===== src/design/lsu_defs.svh =====
// Sizing macros for the load-store path, included by the packages and any module that sizes storage
`ifndef LSU_DEFS_SVH
`define LSU_DEFS_SVH

////////////////////////////////////////////////////////////
// Datapath
////////////////////////////////////////////////////////////
`define LSU_DATA_WIDTH   32    // Word width in bits
`define LSU_REG_COUNT    32    // Architectural registers

////////////////////////////////////////////////////////////
// Memory and timing
////////////////////////////////////////////////////////////
// Words in the data RAM, valid bytes are 0 to 4*depth-1
`define LSU_RAM_WORDS    256

`define LSU_LOAD_LATENCY 3     // Accept edge to wb_valid_o in cycles

`endif


===== src/design/lsu_mem_pkg.sv =====
// Vector types for data, addresses and indices, imported by the LSU, data RAM and register file
`include "lsu_defs.svh"

package lsu_mem_pkg;

  ////////////////////////////////////////////////////////////
  // Bus and storage widths
  ////////////////////////////////////////////////////////////
  typedef logic [`LSU_DATA_WIDTH-1:0]             word_t;
  typedef logic [31:0]                            addr_t;      // Byte address
  typedef logic [`LSU_DATA_WIDTH/8-1:0]           byte_en_t;   // One bit per lane
  typedef logic [$clog2(`LSU_DATA_WIDTH/8)-1:0]   byte_off_t;

  // Indices into the storage arrays
  typedef logic [$clog2(`LSU_REG_COUNT)-1:0]      reg_idx_t;
  typedef logic [$clog2(`LSU_RAM_WORDS)-1:0]      ram_idx_t;

endpackage


===== src/design/reg_file.sv =====
// Register file taking LSU load writebacks, with one combinational read port for inspection
`timescale 1ns/1ps
`include "lsu_defs.svh"

module reg_file (
  input  logic                   clk_i,
  input  logic                   rstn_i,
  input  logic                   we_i,
  input  lsu_mem_pkg::reg_idx_t  waddr_i,
  input  lsu_mem_pkg::word_t     wdata_i,
  input  lsu_mem_pkg::reg_idx_t  raddr_i,
  output lsu_mem_pkg::word_t     rdata_o
);

  import lsu_mem_pkg::*;

  word_t regs [`LSU_REG_COUNT];

  // Writes to x0 are dropped
  always_ff @(posedge clk_i) begin
    if (!rstn_i) begin
      for (int i = 0; i < `LSU_REG_COUNT; i++) begin
        regs[i] <= '0;
      end
    end else if (we_i && (waddr_i != '0)) begin
      regs[waddr_i] <= wdata_i;
    end
  end

  assign rdata_o = regs[raddr_i];  // x0 keeps its reset value of zero

endmodule


===== config.mk =====
export PLATFORM = sky130hd
export DESIGN_NAME = reg_file
export DESIGN_NICKNAME = d
export VERILOG_FILES = /design/src/design/lsu_mem_pkg.sv /design/src/design/reg_file.sv
export VERILOG_INCLUDE_DIRS = /design/src /design/src/design
export SDC_FILE = /design/constraint.sdc
export NUM_CORES = 1
export LEC_CHECK = 0
export BUFFER_PORTS_ARGS = -buffer_cell sky130_fd_sc_hd__buf_4
export CAP_MARGIN = 5
export CORE_MARGIN = 4
export CORE_UTILIZATION = 30
export CTS_BUF_LIST = sky130_fd_sc_hd__clkbuf_4 sky130_fd_sc_hd__clkbuf_8
export DETAILED_ROUTE_END_ITERATION = 6
export GPL_ROUTABILITY_DRIVEN = 0
export MAX_ROUTING_LAYER = met4
export PLACE_DENSITY_LB_ADDON = 0.2
export SETUP_SLACK_MARGIN = 0.1
export SYNTH_ARGS = -nofsm -noshare
export SYNTH_HDL_FRONTEND = slang
export SYNTH_SLANG_ARGS = --single-unit
export TNS_END_PERCENT = 20

===== constraint.sdc =====
create_clock -name clk_i -period 9.2 [get_ports clk_i]
set_input_delay 1.84 -clock clk_i [delete_from_list [all_inputs] [get_ports clk_i]]
set_output_delay 1.84 -clock clk_i [all_outputs]
set_load 0.01 [all_outputs]

### Word-level counts from Yosys, hierarchy flattened

Memories as Yosys holds them, arrays and structs flattened.
Index checks and enable logic that the tools add are counted.

| word-level totals | value |
|---|---|
| RAM bits | 1,024 |
| memories kept | 1 |
| bits in registers | 0 |
| output and inout port bits | 32 |
| logic and storage cells | 11 |

| cells by class | value |
|---|---|
| reductions and logical operators | 3 |
| multiplexer cells | 7 |

Memory list:

| name | words | bits a word | read ports | clocked after Yosys merged registers in | write ports | RTL line | text |
|---|---|---|---|---|---|---|---|
| regs | 32 | 32 | 1 | 0 | 32 | reg_file.sv:17 | `` word_t regs [`LSU_REG_COUNT]; `` |

Operators with widths:

| cell | count |
|---|---|
| 32-bit 2-to-1 mux | 1 |
| 32-bit OR reduction | 1 |
| 1-bit 2-to-1 mux | 5 |
| 5-bit 2-to-1 mux | 1 |
| 5-bit nonzero test | 1 |
| 1-bit logical AND | 1 |

### Depth between registers and ports, before layout

Gate-level depths: netlist (run 1).

| depth | value |
|---|---|
| word-level depth | 7 |
| mapped depth | 8 |
| mapped depth without buffers | 5 |

### Worst setup path after synthesis (run 1)

OpenSTA, ideal clock, no wires.

| timing path | value |
|---|---|
| path kind | input to register |
| start | input port rstn_i |
| end | memory regs[24][0] in the netlist's numbering, enable pin |
| path slack | 4.009 ns |
| arrival time | 4.726 ns |
| buffers on the path | 1 |
| stages | 4 |
| cell sequence | nand2_1 -> or3_4 -> buf_6 -> o21ai_0 |

RTL lines:

| item | RTL line | text |
|---|---|---|
| start: declaration | reg_file.sv:7 | `input logic rstn_i,` |
| end: declaration | reg_file.sv:17 |  |

### Worst setup path in the final report (run 1)

| timing path | value |
|---|---|
| start | input port raddr_i[1] |
| end | output port rdata_o[22] |

| between the ends | value |
|---|---|
| word-level cells in the longest chain between the ends | 1 |

RTL lines:

| item | RTL line | text |
|---|---|---|
| start: declaration | reg_file.sv:11 | `input lsu_mem_pkg::reg_idx_t raddr_i,` |
| memory read 32 x 32 bit | n/a |  |
| end: declaration | reg_file.sv:12 | `output lsu_mem_pkg::word_t rdata_o` |

No other way between the ends.

==> impl_metrics.py, run 1 <==
metrics = {
    "timing": {
        "max_freq_mhz": 156,
        "tightestPinTransition_ps": 1200,
        "grt_setup_unrepaired": "false",
        "timing.final.ws_setup_ps": 2770,
        "maxSlewViolCount": 0,
        "min_period_ps": 6430,
        "max_slew_margin_pct": 20.0,
        "setup_viol": 0,
        "fin_setup_tns_ps": 0,
        "post-route-period-util_pct": 69.9,
        "hold_viol": 0,
        "hold_ws_ps": 1510,
    },
    "setup_path": {
        "cpPeakStageDelay_ps": 510,
        "critPathKind": "input pin to output pin",
        "critical_path_required_ps": 7360,
        "cp_slowest_cell": "buf_8",
        "cp_cell_sequence": "buf_8, buf_4, buf_4, mux2i_1, a22o_1, nor3_1, a31oi_1, nand3_1, buf_4",
        "cp_max_fo": 69,
        "start_kind": "input pin",
        "endpoint_kind": "output pin",
        "worstPathArrival_ps": 4590,
        "crit_top_cell": "buf_4",
    },
    "cells_and_area": {
        "syn_to_final_growth_pct": 13.5,
        "multi_input_area_mm2": 0.0153,
        "nFillCells": 15000,
        "finalNetCount": 3551,
        "final_layout_size_suffix_gt1_share_pct": 13.8,
        "largest_reg_flops": 1024,
        "top_regs": "regs (1024)",
        "ff_latch_area_mm2": 0.0307,
        "top_register": "regs",
    },
    "global_route": {
        "grt_pass1_wl_mm": 211,
        "grt_max_degree": 77,
        "grt_pass1_vias": 27900,
        "antenna_found_initial": 23,
        "grt_use_total_pct": 18.6,
        "grt-ovfl-total": 0,
    },
    "synthesis": {
        "synthMuxAreaShare_pct": 10.9,
        "synthArstFlopShare_pct": 0,
        "synth.top_cell.area_share_pct": 65.5,
        "yosysWarningCount": 0,
        "synth_cells": 3451,
        "synth_edf_count": 1024,
        "yosys.area.top_type": "edfxtp_1",
        "synthAdderAreaFrac_pct": 0,
        "synthDistinctLibCells": 32,
        "synth-seq-area-share_pct": 65.5,
        "synth_common_cells": "edfxtp_1, and2_1, mux2i_1, clkbuf_1, nand2_1",
        "yosys.area_share.simple_pct": 16.0,
        "synth_xor_area_share_pct": 0,
        "ys_dominant_reg_cell": "edfxtp_1",
        "synth_area_leaders": "edfxtp_1, and2_1, mux2i_1",
        "syn-mean-instance-area_um2": 13.6,
        "synth_top_family_by_area": "simple AND/OR/NAND/NOR gates",
        "synth-compound-area-share_pct": 4.51,
        "synth.most_common_cell": "edfxtp_1",
        "syn-cell-area_mm2": 0.0469,
        "synth-seq-cells": 1024,
    },
    "routing": {
        "wl_per_cell_um": 26.3,
        "routed_wl_mm": 149,
        "dr.pass1.iters": 5,
        "first_iter_violations": 2784,
        "vias": 27900,
        "drc": 0,
        "ant_nets": 0,
        "drt-vias-per-instance": 4.91,
    },
    "power_and_ir_drop": {
        "ir_worst_vdd_mv": 0.126,
        "p_leak_uw": 0.0196,
        "p_per_area_mw_per_mm2": 193,
    },
    "clock_tree": {
        "cts_root_buf": "clkbuf_8",
        "post_cts_buffers": 0,
        "cts-htree-levels": 4,
        "numCtsBuffers": 177,
        "clk_pin_slew_ps": 60,
        "hold_buffers": 0,
        "clockBufferDepth": 3,
        "cts-resized-gates": 0,
        "cts_sinks": 1024,
        "tritoncts": "done",
    },
    "floorplanning": {
        "boundaryPins": 77,
        "core_mm2": 0.155,
        "die_h_um": 404,
        "initial_core_util_pct": 30.3,
        "die_x_um": 404,
        "placementRows": 144,
        "die-area_mm2": 0.163,
    },
    "place": {
        "io_buffers": 76,
        "place_ws_ps": 2650,
        "dp_hpwl_mm": 81.0,
    },
    "run_status": {
        "outcome": "complete, no violations",
    },
    "flow_run": {
        "drv_cap": 0,
    },
    "hold_path": {
        "hold_class": "input pin to flop",
    },
}
==> stage by stage <==
step	total power [uW]	std cells	instance area, um2	utilization, %
CTS	10400	5664	53200	34.4
detailed placement	6400	5371	50000	32.3
global placement	6400	5371	50000	32.3
finish	10300	5677	53300	34.4
floorplan	6010	3482	47100	-
global route	10600	5671	53300	34.4
==> logic make-up after synthesis <==
logic type,Yosys count
simple gates,1270
buf+inv,325
other cells,1
flops,1024
compound gates,319
mux,512
==> routing by layer <==
layer  up-vias  part of all wire [%]  global-route usage (%)
met2       920                    44                    27.2
met1     14200                    47                    26.4
met4         0                   2.4                    5.24
li1      12500                     -                       -
met5         -                     0                       -
met3       218                   6.8                    3.60
==> worst paths after layout <==
check / startpoint / endpoint / slack, ps / cells past startpoint
worst max-delay path: raddr_i[1] / rdata_o[22] / 2770 / 9
worst min-delay path: wdata_i[5] / regs[13][5] / 1510 / 2
==> layout make-up <==
class                   instances  share of cell area, %
inverters                       1                0.00704
flip-flops and latches       1024                   57.7
multi-input cells            2133                   28.8
clock inverters                42                  0.338
well taps                    2044                   4.80
clock buffers                 251                   5.69
repair buffers                169                   2.63
diodes                         13                 0.0611
==> power by group <==
group	internal [uW]	leakage [uW]	total [uW]	switching [uW]
clock	2090	0.00169	3960	1880
sequential	5380	0.00975	5450	64.6
combinational	255	0.00814	849	594
total	7730	0.0196	10300	2540
==> critical path, delay by kind of cell <==
kind	cells	cell delay, ps
buffers and inverters	4	1440
multiplexers	1	240
AO/OA/AOI/OAI	2	450
AND/OR/NAND/NOR	2	430
==> placed cells by master, fill, tap and decap left out <==
cell type   netlist  routed
edfxtp_1       1024    1024
and2_1          993     992
mux2i_1         512     512
clkbuf_8          0     183
buf_4            27     158
nand2_1          99      99
nand3_1          97      97
a22oi_1          96      96
a21oi_1          96      96
clkbuf_4          0      68
a22o_1           64      64
clkinv_1          0      34
nor3_1           32      32
a31oi_1          32      32
conb_1            1      32
o21ai_4           0      31
nor2_2            7      22
diode_2           0      13
nor2_4            5      10
buf_12            0      10
clkinvlp_4        0       5
nand3b_1          3       3
clkinv_2          0       3
nor2b_4           0       2
or3b_1            2       2
nor2_1           22       2
and2_4            0       1
nand2b_1          2       1
or2_2             1       1
nand2b_2          0       1
nand4_1           1       1
nand4b_1          1       1
or3_4             1       1
nand2_2           1       1
or3_1             1       1
inv_1             1       1
buf_8             0       1
(Power assumes the default switching activity.)
==> run 2: changes to the inputs <==
==> constraint.sdc (replaced) <==
create_clock -name clk_i -period 6.7 [get_ports clk_i]
set_input_delay 1.34 -clock clk_i [delete_from_list [all_inputs] [get_ports clk_i]]
set_output_delay 1.34 -clock clk_i [all_outputs]
set_load 0.01 [all_outputs]
==> run 2 against run 1 <==
Via count shrank 0.13%. Global-route usage shrank 0.067 points. Sequential power grew 37%. Die area is the same. Worst hold slack lost 500 ps. Clock power grew 38%. Total power grew 38%.
==> impl_metrics.py, run 2 (same netlist as run 1, synthesis figures left out) <==
metrics = {
    "cells_and_area": {
        "final_util_pct": 34.6,
        "top_regs": "regs (1024)",
        "largest_reg_flops": 1024,
        "syn_to_final_growth_pct": 14.0,
        "final_layout_size_suffix_gt1_share_pct": 14.0,
        "top_register": "regs",
        "final_cell_mix": "edfxtp_1, and2_1, mux2i_1",
        "mostFrequentLayoutCell": "edfxtp_1",
        "final_cells": 5704,
        "finalNetCount": 3560,
        "nFillCells": 15000,
    },
    "timing": {
        "maxSlewViolCount": 0,
        "tightestPinTransition_ps": 1290,
        "grt_setup_unrepaired": "false",
        "min_period_ps": 5230,
        "setup_viol": 0,
        "max_slew_margin_pct": 13.9,
        "max_freq_mhz": 191,
        "post-route-period-util_pct": 78.0,
        "hold_viol": 0,
        "fin_setup_tns_ps": 0,
    },
    "global_route": {
        "antenna_found_initial": 11,
        "grt_pass1_vias": 28200,
        "grt_max_degree": 76,
        "grt-ovfl-total": 0,
        "grt_pass1_wl_mm": 210,
        "grt_use_total_pct": 18.5,
    },
    "routing": {
        "drc": 0,
        "drt-vias-per-instance": 4.88,
        "ant_nets": 0,
        "vias": 27800,
        "first_iter_violations": 2332,
        "dr.pass1.iters": 7,
        "wl_per_cell_um": 26.0,
        "routed_wl_mm": 148,
    },
    "clock_tree": {
        "cts_sinks": 1024,
        "cts_root_buf": "clkbuf_8",
        "clk_pin_slew_ps": 60,
        "numCtsBuffers": 171,
        "cts-resized-gates": 0,
        "cts-htree-levels": 4,
        "hold_buffers": 0,
        "tritoncts": "done",
        "post_cts_buffers": 0,
        "clockBufferDepth": 3,
    },
    "setup_path": {
        "cp_top_family": "buffers and inverters",
        "cp_max_fo": 46,
        "critical_path_required_ps": 5360,
        "cp_slowest_cell": "a31oi_1",
        "endpoint_kind": "output pin",
        "worst-path-buf-inv": 4,
        "critPathKind": "input pin to output pin",
        "cp_cell_sequence": "buf_8, buf_12, buf_12, mux2i_1, a22oi_1, a31oi_1, nand3_1, buf_4",
        "crit_top_cell": "buf_12",
        "start_kind": "input pin",
        "worstPathArrival_ps": 3890,
        "cpPeakStageDelay_ps": 440,
    },
    "power_and_ir_drop": {
        "power_uw": 14100,
        "pwr-share-clk_pct": 38.7,
        "p_leak_uw": 0.0197,
        "switching_share_pct": 24.7,
        "p_int_uw": 10600,
        "p_switching_uw": 3500,
        "p_per_area_mw_per_mm2": 264,
        "combPwrFrac_pct": 8.3,
        "ir_worst_vdd_mv": 0.187,
        "seqPwrFrac_pct": 53.0,
    },
    "place": {
        "numPlacedInstances": 5386,
        "io_buffers": 76,
        "dp_hpwl_mm": 84.7,
    },
    "floorplanning": {
        "core_mm2": 0.155,
        "placementRows": 144,
        "boundaryPins": 77,
        "die_h_um": 404,
        "die-area_mm2": 0.163,
        "die_x_um": 404,
        "initial_core_util_pct": 30.3,
    },
    "flow_run": {
        "drv_cap": 0,
    },
    "hold_path": {
        "hold_class": "input pin to flop",
    },
    "run_status": {
        "outcome": "complete, no violations",
    },
}
-- run 2: power by group through the flow --
| stage | clock network (uW) | registers (uW) | logic, uW |
|---|---|---|---|
| 5_1_grt | 5900 | 7510 | 1250 |
| 2_1_floorplan | 0 | 7610 | 643 |
| 3_5_place_dp | 0 | 7620 | 1190 |
| 3_3_place_gp | 0 | 7610 | 1190 |
| 6_report | 5470 | 7480 | 1180 |
| 4_1_cts | 5600 | 7490 | 1190 |
-- run 2: worst paths after layout --
path / from / end / slack [ps] / depth (start not counted)
worst min-delay path: wdata_i[3] / regs[9][3] / 1000 / 2
worst max-delay path: raddr_i[1] / rdata_o[17] / 1470 / 8
-- run 2: routing by layer --
metal  up-vias  routed length, um  track usage (%)
met1     14200              69800             26.0
met3       225               9150             3.61
li1      12500                  -                -
met4         0               3670             5.33
met2       827              65800             27.4
met5         -                  0                -
-- run 2: through the flow --
stage               setup slack [ps]  hold WS, ps  area, um2
floorplan                       2010         1540      47100
global placement                1370         1880      50200
detailed placement              1360         1890      50200
CTS                             1360          889      53500
global route                    1350          944      53500
finish                          1470         1000      53500
-- run 2: final cells by class --
cell class	instances	area (um2)	share of cell area, %
Inverter	1	3.75	0.00702
Sequential cell	1024	30700	57.5
Multi-Input combinational cell	2133	15300	28.7
Tap cell	2044	2560	4.78
Antenna cell	15	37.5	0.0702
Clock inverter	62	320	0.599
Timing Repair Buffer	184	1550	2.90
Clock buffer	241	2940	5.49
