`config.mk`:
```
export PLATFORM = sky130hd
export DESIGN_NAME = lsu
export DESIGN_NICKNAME = d
export VERILOG_FILES = /design/src/design/lsu_ctrl_pkg.sv /design/src/design/lsu_mem_pkg.sv /design/src/design/lsu.sv
export VERILOG_INCLUDE_DIRS = /design/src /design/src/design
export SDC_FILE = /design/constraint.sdc
export NUM_CORES = 1
export LEC_CHECK = 0
export ABC_AREA = 1
export ABC_CLOCK_PERIOD_IN_PS = 4000
export BUFFER_PORTS_ARGS = -buffer_cell sky130_fd_sc_hd__buf_2
export CAP_MARGIN = 15
export CORE_MARGIN = 5
export CORE_UTILIZATION = 35
export CTS_BUF_LIST = sky130_fd_sc_hd__clkbuf_8
export CTS_CLUSTER_DIAMETER = 60
export DETAILED_ROUTE_END_ITERATION = 16
export PLACE_DENSITY = 0.59
export SYNTH_ARGS = -nofsm -noshare
export SYNTH_HDL_FRONTEND = slang
export SYNTH_SLANG_ARGS = --single-unit
```
`constraint.sdc`:
```
create_clock -name clk_i -period 4 [get_ports clk_i]
set_input_delay 0.4 -clock clk_i [delete_from_list [all_inputs] [get_ports clk_i]]
set_output_delay 0.4 -clock clk_i [all_outputs]
set_load 0.02 [all_outputs]
```
`src/design/lsu_defs.svh`:
```
// Sizing macros for the load-store path, included by the packages and any module that sizes storage
`ifndef LSU_DEFS_SVH
`define LSU_DEFS_SVH

////////////////////////////////////////////////////////////
// Datapath
////////////////////////////////////////////////////////////
`define LSU_DATA_WIDTH   32    // Word width in bits
`define LSU_REG_COUNT    32    // Architectural registers

////////////////////////////////////////////////////////////
// Memory and timing
////////////////////////////////////////////////////////////
// Words in the data RAM, valid bytes are 0 to 4*depth-1
`define LSU_RAM_WORDS    256

`define LSU_LOAD_LATENCY 3     // Accept edge to wb_valid_o in cycles

`endif

```
`src/design/lsu_ctrl_pkg.sv`:
```
// Operation codes and decode helpers for requests passed from the decoder to the LSU
package lsu_ctrl_pkg;

  ////////////////////////////////////////////////////////////
  // Operation encoding
  ////////////////////////////////////////////////////////////
  typedef logic [3:0] lsu_ctrl_t;  // Raw code with store flag in bit 3
  typedef logic [1:0] lsu_size_t;  // Access size in the low two bits

  localparam lsu_size_t LSU_SIZE_B = 2'd0;
  localparam lsu_size_t LSU_SIZE_H = 2'd1;
  localparam lsu_size_t LSU_SIZE_W = 2'd2;

  // Bit 2 marks a zero-extending load
  typedef enum lsu_ctrl_t {
    LSU_LB  = 4'b0000,
    LSU_LH  = 4'b0001,
    LSU_LW  = 4'b0010,
    LSU_LBU = 4'b0100,
    LSU_LHU = 4'b0101,
    LSU_SB  = 4'b1000,
    LSU_SH  = 4'b1001,
    LSU_SW  = 4'b1010
  } lsu_op_e;

  function automatic logic op_is_store(lsu_op_e op);
    return op[3];
  endfunction

  function automatic logic op_is_unsigned(lsu_op_e op);
    return op[2];
  endfunction

  function automatic lsu_size_t op_size(lsu_op_e op);
    return op[1:0];
  endfunction

endpackage

```
`src/design/lsu_mem_pkg.sv`:
```
// Vector types for data, addresses and indices, imported by the LSU, data RAM and register file
`include "lsu_defs.svh"

package lsu_mem_pkg;

  ////////////////////////////////////////////////////////////
  // Bus and storage widths
  ////////////////////////////////////////////////////////////
  typedef logic [`LSU_DATA_WIDTH-1:0]             word_t;
  typedef logic [31:0]                            addr_t;      // Byte address
  typedef logic [`LSU_DATA_WIDTH/8-1:0]           byte_en_t;   // One bit per lane
  typedef logic [$clog2(`LSU_DATA_WIDTH/8)-1:0]   byte_off_t;

  // Indices into the storage arrays
  typedef logic [$clog2(`LSU_REG_COUNT)-1:0]      reg_idx_t;
  typedef logic [$clog2(`LSU_RAM_WORDS)-1:0]      ram_idx_t;

endpackage

```
`src/design/lsu.sv`:
```
// Load-store unit that checks alignment, places store lanes and extends load data for writeback
`timescale 1ns/1ps
`include "lsu_defs.svh"

module lsu (
  input  logic                   clk_i,
  input  logic                   rstn_i,
  // Request from the decoder
  input  logic                   ctrl_valid_i,       // One-cycle strobe per operation
  input  lsu_ctrl_pkg::lsu_op_e  ctrl_i,
  input  lsu_mem_pkg::addr_t     addr_i,
  input  lsu_mem_pkg::word_t     wdata_i,
  input  lsu_mem_pkg::reg_idx_t  regdest_i,
  // Data RAM
  output logic                   mem_stb_o,
  output lsu_mem_pkg::addr_t     mem_addr_o,
  output lsu_mem_pkg::byte_en_t  mem_we_o,
  output lsu_mem_pkg::word_t     mem_wdata_o,
  input  logic                   mem_ack_i,
  input  logic                   mem_err_i,
  input  lsu_mem_pkg::word_t     mem_rdata_i,
  // Register file writeback
  output logic                   wb_valid_o,
  output lsu_mem_pkg::word_t     wb_data_o,
  output lsu_mem_pkg::reg_idx_t  wb_regdest_o,
  // Exceptions
  output logic                   misaligned_load_o,
  output logic                   misaligned_store_o,
  output logic                   bus_error_o,
  output lsu_mem_pkg::addr_t     exception_addr_o
);

  import lsu_ctrl_pkg::*;
  import lsu_mem_pkg::*;

  byte_off_t  req_off;         // Lane offset of the incoming request
  lsu_size_t  req_size;
  logic       req_store;
  logic       req_misaligned;
  logic       mis_load;
  logic       mis_store;
  byte_en_t   lane_we;
  word_t      lane_wdata;

  // Control pipe, stage 1 follows mem_stb_o and stage 2 follows mem_ack_i
  lsu_op_e    s1_op;
  byte_off_t  s1_off;
  reg_idx_t   s1_rd;
  logic       s1_mis;
  lsu_op_e    s2_op;
  byte_off_t  s2_off;
  reg_idx_t   s2_rd;
  logic       s2_mis;

  logic [7:0]  lane_byte;
  logic [15:0] lane_half;
  word_t       load_data;

  ////////////////////////////////////////////////////////////
  // Request decode
  ////////////////////////////////////////////////////////////
  assign req_off   = addr_i[1:0];
  assign req_size  = op_size(ctrl_i);
  assign req_store = op_is_store(ctrl_i);

  always_comb begin
    case (req_size)
      LSU_SIZE_H: req_misaligned = req_off[0];
      LSU_SIZE_W: req_misaligned = |req_off;
      default:    req_misaligned = 1'b0;   // Bytes are always aligned
    endcase
  end

  assign mis_load  = ctrl_valid_i & ~req_store & req_misaligned;
  assign mis_store = ctrl_valid_i & req_store & req_misaligned;

  // Data is replicated over the lanes and the enables pick the live ones
  always_comb begin
    lane_we    = '0;
    lane_wdata = wdata_i;
    case (req_size)
      LSU_SIZE_B: begin
        lane_we    = byte_en_t'(1) << req_off;
        lane_wdata = {4{wdata_i[7:0]}};
      end
      LSU_SIZE_H: begin
        lane_we    = req_off[1] ? 4'b1100 : 4'b0011;
        lane_wdata = {2{wdata_i[15:0]}};
      end
      default: lane_we = 4'b1111;
    endcase
  end

  ////////////////////////////////////////////////////////////
  // Memory request and exception flags
  ////////////////////////////////////////////////////////////
  always_ff @(posedge clk_i) begin
    if (!rstn_i) begin
      mem_stb_o          <= 1'b0;
      mem_we_o           <= '0;
      misaligned_load_o  <= 1'b0;
      misaligned_store_o <= 1'b0;
      exception_addr_o   <= '0;
    end else begin
      mem_stb_o          <= ctrl_valid_i;
      // Misaligned stores become harmless reads
      mem_we_o           <= (ctrl_valid_i && req_store && !req_misaligned) ? lane_we : '0;
      misaligned_load_o  <= mis_load;
      misaligned_store_o <= mis_store;
      if (ctrl_valid_i) begin
        exception_addr_o <= addr_i;   // Last accepted address
      end
    end
  end

  always_ff @(posedge clk_i) begin
    if (ctrl_valid_i) begin
      mem_addr_o  <= addr_i;
      mem_wdata_o <= lane_wdata;
    end
  end

  // Each stage moves with its request so back-to-back loads keep their own context
  always_ff @(posedge clk_i) begin
    if (ctrl_valid_i) begin
      s1_op  <= ctrl_i;
      s1_off <= req_off;
      s1_rd  <= regdest_i;
      s1_mis <= mis_load;
    end
    if (mem_stb_o) begin
      s2_op  <= s1_op;
      s2_off <= s1_off;
      s2_rd  <= s1_rd;
      s2_mis <= s1_mis;
    end
  end

  ////////////////////////////////////////////////////////////
  // Load extraction and writeback
  ////////////////////////////////////////////////////////////
  assign lane_byte = mem_rdata_i[{s2_off, 3'b000} +: 8];
  assign lane_half = s2_off[1] ? mem_rdata_i[31:16] : mem_rdata_i[15:0];

  always_comb begin
    case (op_size(s2_op))
      LSU_SIZE_B: begin
        if (op_is_unsigned(s2_op)) begin
          load_data = {{(`LSU_DATA_WIDTH-8){1'b0}}, lane_byte};
        end else begin
          load_data = {{(`LSU_DATA_WIDTH-8){lane_byte[7]}}, lane_byte};  // Sign from bit 7
        end
      end
      LSU_SIZE_H: begin
        if (op_is_unsigned(s2_op)) begin
          load_data = {{(`LSU_DATA_WIDTH-16){1'b0}}, lane_half};
        end else begin
          load_data = {{(`LSU_DATA_WIDTH-16){lane_half[15]}}, lane_half};
        end
      end
      default: load_data = mem_rdata_i;  // Full word
    endcase
  end

  always_ff @(posedge clk_i) begin
    if (!rstn_i) begin
      wb_valid_o  <= 1'b0;
      bus_error_o <= 1'b0;
    end else begin
      // No writeback for stores, misaligned loads or bus errors
      wb_valid_o  <= mem_ack_i && !op_is_store(s2_op) && !s2_mis && !mem_err_i;
      bus_error_o <= mem_ack_i && mem_err_i;
    end
  end

  always_ff @(posedge clk_i) begin
    if (mem_ack_i) begin
      wb_data_o    <= load_data;
      wb_regdest_o <= s2_rd;
    end
  end

endmodule

```
# [Word-level counts from Yosys, hierarchy flattened]
# Cells that the tools add are included.
[word_totals] in_bits=110 ff_bits=166 wordCells=51
[op_classes] bitwise=5 eq_ne=3 n_reduce_logical=14 n_mux=8 shifts=2
[ops] op="32-bit case mux with 2 select lines" n=2
[ops] op="32-bit 2-to-1 mux" n=2
[ops] op="32-bit by 6-bit variable part select with 8-bit output" n=1
[ops] op="16-bit 2-to-1 mux" n=1
[ops] op="4-bit case mux with 2 select lines" n=1
[ops] op="1-bit logical AND" n=6
[ops] op="1-bit AND" n=4
[ops] op="2-bit by 1-bit equality test with 1-bit output (second input constant)" n=2
[ops] op="1-bit zero test" n=4
[ops] op="2-bit zero test" n=2
[ops] op="4-bit 2-to-1 mux" n=1
[ops] op="1-bit by 2-bit << shifter with 4-bit output (first input constant)" n=1
[ops] op="2-bit equality test (second input constant)" n=1
[ops] op="1-bit case mux with 2 select lines" n=1
[ops] op="2-bit AND reduction" n=1
[ops] op="2-bit OR reduction" n=1
[ops] op="1-bit inverter" n=1

# [Longest topological paths before layout]
[logic_depth] word_depth=5 ltp_mapped=9 mapped_depth_nobuf=7

# [Least setup slack after synthesis]
# Ideal clock, no wire load.
[synth_path] path_kind="input-to-reg" from="in ctrl_i[1]" to="reg mem_wdata_o[10], data pin" slack_ps=2246 arrival_ps=1486 stages=8 path_cell_list="clkbuf_1 > inv_1 > ha_1 > inv_1 > clkbuf_1 > o22ai_1 > inv_1 > o21ai_0"
[synth_between] elab_chain_cells=2
[synth_rtl] item="start: declaration" line="lsu.sv:10" text="input lsu_ctrl_pkg::lsu_op_e ctrl_i,"
[synth_rtl] item="2-bit by 1-bit equality test with 1-bit output or 2-bit zero test (tied branches)" line="lsu.sv:81" text="case (req_size)"
[synth_rtl] item="32-bit case mux with 2 select lines (*)" line="lsu.sv:81"
[synth_rtl] item="named net lane_wdata[10]" line="lsu.sv:43" text="word_t lane_wdata;"
[synth_rtl] item="end signal: assignment" line="lsu.sv:119" text="mem_wdata_o <= lane_wdata;"
[synth_rtl] item="end: declaration" line="lsu.sv:18" text="output lsu_mem_pkg::word_t mem_wdata_o,"
# The timed path passes the listed nets; every way through them passes the cells marked *.
# A chain may end at the register's enable or synchronous reset.

# [Worst setup path in the final report]
[layout_path] from="reg s2_off[1]" to="reg wb_data_o[11], data pin"
[layout_between] elab_chain_cells=3
[layout_rtl] item="start: declaration" line="lsu.sv:51" text="byte_off_t s2_off;"
[layout_rtl] item="start signal: assignment" line="lsu.sv:133" text="s2_off <= s1_off;"
[layout_rtl] item="32-bit by 6-bit variable part select with 8-bit output or 16-bit 2-to-1 mux (tied branches)" line="lsu.sv:142, lsu.sv:143"
[layout_rtl] item="32-bit 2-to-1 mux, on equally long branches" line="lsu.sv:148, lsu.sv:155"
[layout_rtl] item="32-bit case mux with 2 select lines (*)" line="lsu.sv:146" text="case (op_size(s2_op))"
[layout_rtl] item="named net load_data[11]" line="lsu.sv:57" text="word_t load_data;"
[layout_rtl] item="end signal: assignment" line="lsu.sv:178" text="wb_data_o <= load_data;"
[layout_rtl] item="end: declaration" line="lsu.sv:24" text="output lsu_mem_pkg::word_t wb_data_o,"
# Marks and branches as above.

==> flow_results.xml <==
<?xml version="1.0" encoding="UTF-8"?>
<metrics>
  <group name="run_status">
    <metric name="status" unit="">finished, final reports clean</metric>
  </group>
  <group name="timing">
    <metric name="timing_hold_violations_final" unit="">0</metric>
    <metric name="finClkSkew" unit="ps">9.917</metric>
    <metric name="rsz_0062_raised_after_global_routing" unit="">false</metric>
    <metric name="maximum_achievable_frequency" unit="GHz">0.4910</metric>
    <metric name="final.setup.worst_slack" unit="ps">1963</metric>
    <metric name="report.final.slew_viol_count" unit="">0</metric>
    <metric name="final.setup.tns" unit="ps">0</metric>
    <metric name="timing.slew.headroom" unit="">0.2668</metric>
    <metric name="setup_viol" unit="">0</metric>
    <metric name="final_period_demand_of_the_worst_path" unit="ps">2037</metric>
    <metric name="period_share" unit="">0.5092</metric>
    <metric name="tightestPinTransition" unit="ps">1099</metric>
  </group>
  <group name="finish">
    <metric name="area.sequential" unit="mm2">0.004514</metric>
    <metric name="stdcell_count" unit="">1035</metric>
    <metric name="multi_input_area" unit="mm2">0.001514</metric>
    <metric name="nFillCells" unit="">1701</metric>
    <metric name="drive_gt1_frac" unit="">0.3955</metric>
    <metric name="area_growth" unit="%">29.71</metric>
    <metric name="num-nets-final" unit="">904</metric>
    <metric name="post-route-cell-area" unit="mm2">0.008193</metric>
    <metric name="final_core_utilization" unit="">0.4592</metric>
  </group>
  <group name="critical_path">
    <metric name="regToRegEndpoint" unit="">wb_data_o[11]</metric>
    <metric name="launching_point_of_the_worst_reg2reg_path" unit="">s2_off[1]</metric>
    <metric name="end_kind" unit="">flop</metric>
    <metric name="cp.arrival" unit="ps">2210</metric>
    <metric name="crit_fanout" unit="">24</metric>
    <metric name="reg2reg_slack" unit="ps">1960</metric>
    <metric name="worstSetupStartpointType" unit="">flop</metric>
    <metric name="crit_path_start" unit="">s2_off[1]</metric>
    <metric name="crit_type" unit="">flop to flop</metric>
    <metric name="worst-endpoint-required" unit="ps">4180</metric>
    <metric name="worst_r2r_path_depth" unit="">7</metric>
    <metric name="timing.critical_path.to" unit="">wb_data_o[11]</metric>
  </group>
  <group name="die">
    <metric name="core_area" unit="mm2">0.01784</metric>
    <metric name="die_h" unit="um">144.3</metric>
    <metric name="full_die_area" unit="mm2">0.02083</metric>
    <metric name="num_rows" unit="">49</metric>
    <metric name="design.portCount" unit="">252</metric>
    <metric name="start_util" unit="">0.3540</metric>
    <metric name="die-width" unit="um">144.3</metric>
  </group>
  <group name="power_and_ir_drop">
    <metric name="p_leak" unit="nW">3.891</metric>
    <metric name="power_per_cell_area" unit="mW/mm2">470.5</metric>
    <metric name="vdd_drop_max" unit="uV">250.3</metric>
  </group>
  <group name="routing">
    <metric name="ant_nets" unit="">0</metric>
    <metric name="route.vias.total" unit="">4730</metric>
    <metric name="drt_drc_violations_left" unit="">0</metric>
    <metric name="wirelength" unit="mm">16.71</metric>
    <metric name="avgRoutedWirePerCell" unit="um">16.14</metric>
    <metric name="routed_via_density" unit="">4.570</metric>
    <metric name="detailedRoute.firstIterationViolations" unit="">238</metric>
    <metric name="first_pass_iters" unit="">4</metric>
  </group>
  <group name="logic_synthesis">
    <metric name="synth_top_family_by_area" unit="">simple AND/OR/NAND/NOR gates</metric>
    <metric name="post_synth_mux_area_share" unit="">0</metric>
    <metric name="ys_async_sr_fraction" unit="">0</metric>
    <metric name="ys_seq_elements" unit="">164</metric>
    <metric name="synth-edff-count" unit="">123</metric>
    <metric name="synth_xor_xnor_area_share" unit="">0</metric>
    <metric name="synthSimpleGateAreaFrac" unit="">0.1795</metric>
    <metric name="synthCells" unit="">542</metric>
    <metric name="synth.net_count" unit="">655</metric>
    <metric name="synth_top_flop_cell" unit="">edfxtp_1</metric>
    <metric name="synth.avg_cell_area" unit="um2">11.65</metric>
    <metric name="netlist-cell-type-count" unit="">24</metric>
    <metric name="synth-compound-area-share" unit="">0.05428</metric>
    <metric name="seq_area_frac_synth" unit="">0.7147</metric>
    <metric name="synthAdderAreaFrac" unit="">0.005943</metric>
    <metric name="yosysWarningCount" unit="">0</metric>
    <metric name="synthesis.area" unit="mm2">0.006316</metric>
  </group>
  <group name="clock_tree">
    <metric name="hold_buffers" unit="">0</metric>
    <metric name="max-clock-path-buffers" unit="">2</metric>
    <metric name="post_cts_resized" unit="">0</metric>
    <metric name="cts-root-buf" unit="">clkbuf_8</metric>
    <metric name="tritoncts_clock_tree" unit="">built</metric>
    <metric name="clock_transition_time_at_the_flip_flop_clock_pins_of_the_worst_setup_and_hold_paths" unit="ps">90</metric>
    <metric name="worstSkewPairLatency" unit="ps">440</metric>
    <metric name="cts_htree_levels" unit="">4</metric>
    <metric name="cts_post_setup_buffers_inserted" unit="">0</metric>
    <metric name="numClockSinks" unit="">164</metric>
    <metric name="numCtsBuffers" unit="">17</metric>
  </group>
  <group name="hold_path">
    <metric name="min_delay_path_depth" unit="">1</metric>
    <metric name="hold_path.class" unit="">input pin to flop</metric>
  </group>
  <group name="grt">
    <metric name="total_congestion_overflow" unit="">0</metric>
    <metric name="grt_util_all_layers" unit="">0.1596</metric>
    <metric name="grt_pass1_wl" unit="mm">25.34</metric>
    <metric name="grt_antenna_before_repair" unit="">2</metric>
    <metric name="grt_start_max_net_pins" unit="">49</metric>
    <metric name="vias_in_the_first_global_route" unit="">4745</metric>
  </group>
  <group name="placement">
    <metric name="dp_worst_setup_slack" unit="ps">1867</metric>
    <metric name="place_area" unit="mm2">0.007755</metric>
    <metric name="numPortBuffers" unit="">251</metric>
    <metric name="dpl.cell_count" unit="">1001</metric>
    <metric name="gp_routability_congestion" unit="">0.7695</metric>
    <metric name="dp.final_hpwl" unit="mm">12.19</metric>
  </group>
  <group name="run">
    <metric name="maxCapViolCount" unit="">0</metric>
  </group>
</metrics>
## cells in the final DEF, fill, tap and decap left out, types with 2 or more instances in the layout
master / instances
a21oi_1: 7
buf_2: 250
buf_4: 4
bufinv_16: 3
clkbuf_8: 17
clkinv_2: 3
clkinv_4: 3
dfxtp_1: 41
diode_2: 2
edfxtp_1: 123
ha_1: 3
inv_1: 38
inv_4: 2
inv_6: 2
inv_8: 3
nand2_1: 131
nand2_2: 4
nand2_4: 2
nand3_1: 12
nand3_2: 20
nor2_1: 68
nor2_8: 2
nor3_1: 3
o21ai_0: 50
o22ai_1: 8
## sequential cells by signal, summed over array words and instances, names as in the netlist, 4 cells and up
signal            count
s1_op                 4
wb_data_o            32
s2_rd                 5
s2_op                 4
wb_regdest_o          5
s1_rd                 5
mem_wdata_o          32
exception_addr_o     32
mem_addr_o           32
mem_we_o              4
## critical path: stages (launching register included)
cell	delay (ps)
edfxtp_1	760
inv_4	200
nand2_2	110
nand2_2	90
nand2_2	90
nand2_2	70
nand2_4	300
nand3_1	130
## cell families after synthesis
logic type / after synthesis
adders and majority gates: 3
DFF: 164
and+or+nand+nor: 244
buffers and inverters: 65
AOI/OAI and AO/OA: 66
## stage by stage
stage	hold WS (ps)	power [mW]
6_report	124.6	3.855
3_5_place_dp	398.7	2.612
5_1_grt	83.95	4.053
3_3_place_gp	395.5	2.607
4_1_cts	80.11	3.913
2_1_floorplan	388.5	2.368
## synthesized netlist by cell type, types with 2 or more instances
library cell    n  share of area
edfxtp_1      123           0.58
clkbuf_1       15         0.0089
nand3_1        12         0.0095
ha_1            3         0.0059
o21ai_0        50          0.040
nor3_1          3         0.0024
o22ai_1         8         0.0079
buf_6           4         0.0071
inv_4           2         0.0020
nand2_4         2         0.0036
dfxtp_1        41           0.13
inv_1          38          0.023
nand2_2         4         0.0040
nor2_8          2         0.0063
nand2_1       131          0.078
a21oi_1         7         0.0055
nor2_1         68          0.040
nand3_2        20          0.032
buf_2           4         0.0032
## power breakdown
part	leakage [nW]	internal, mW	switching [mW]
registers	1.55	1.98	0.0434
logic	2.12	0.175	0.368
clock network	0.223	0.638	0.651
total	3.89	2.79	1.06
## cell type report
type	count	area share
Clock buffer	17	0.02856
Antenna cell	2	0.0006109
Clock inverter	15	0.02428
Tap cell	229	0.03497
Sequential cell	164	0.5510
Multi-Input combinational cell	313	0.1848
Inverter	41	0.01940
Timing Repair Buffer	254	0.1564
## worst min-delay path by stage
stage | slack (ps) | end | from
6_report | 120 | s1_rd[3] | regdest_i[3]
5_1_grt | 80 | s1_rd[3] | regdest_i[3]
4_1_cts | 80 | s1_rd[3] | regdest_i[3]
3_5_place_dp | 400 | wb_valid_o | s2_mis
3_3_place_gp | 400 | wb_valid_o | s2_mis
2_1_floorplan | 390 | wb_valid_o | s2_op[3]
## metal layers
metal,part of all wire,GRT usage
met1,0.38,0.1885
met2,0.46,0.2526
met3,0.13,0.07970
met4,0.018,0.05744
met5,0.0016,0
No activity file was read; power rests on OpenSTA's default activity.
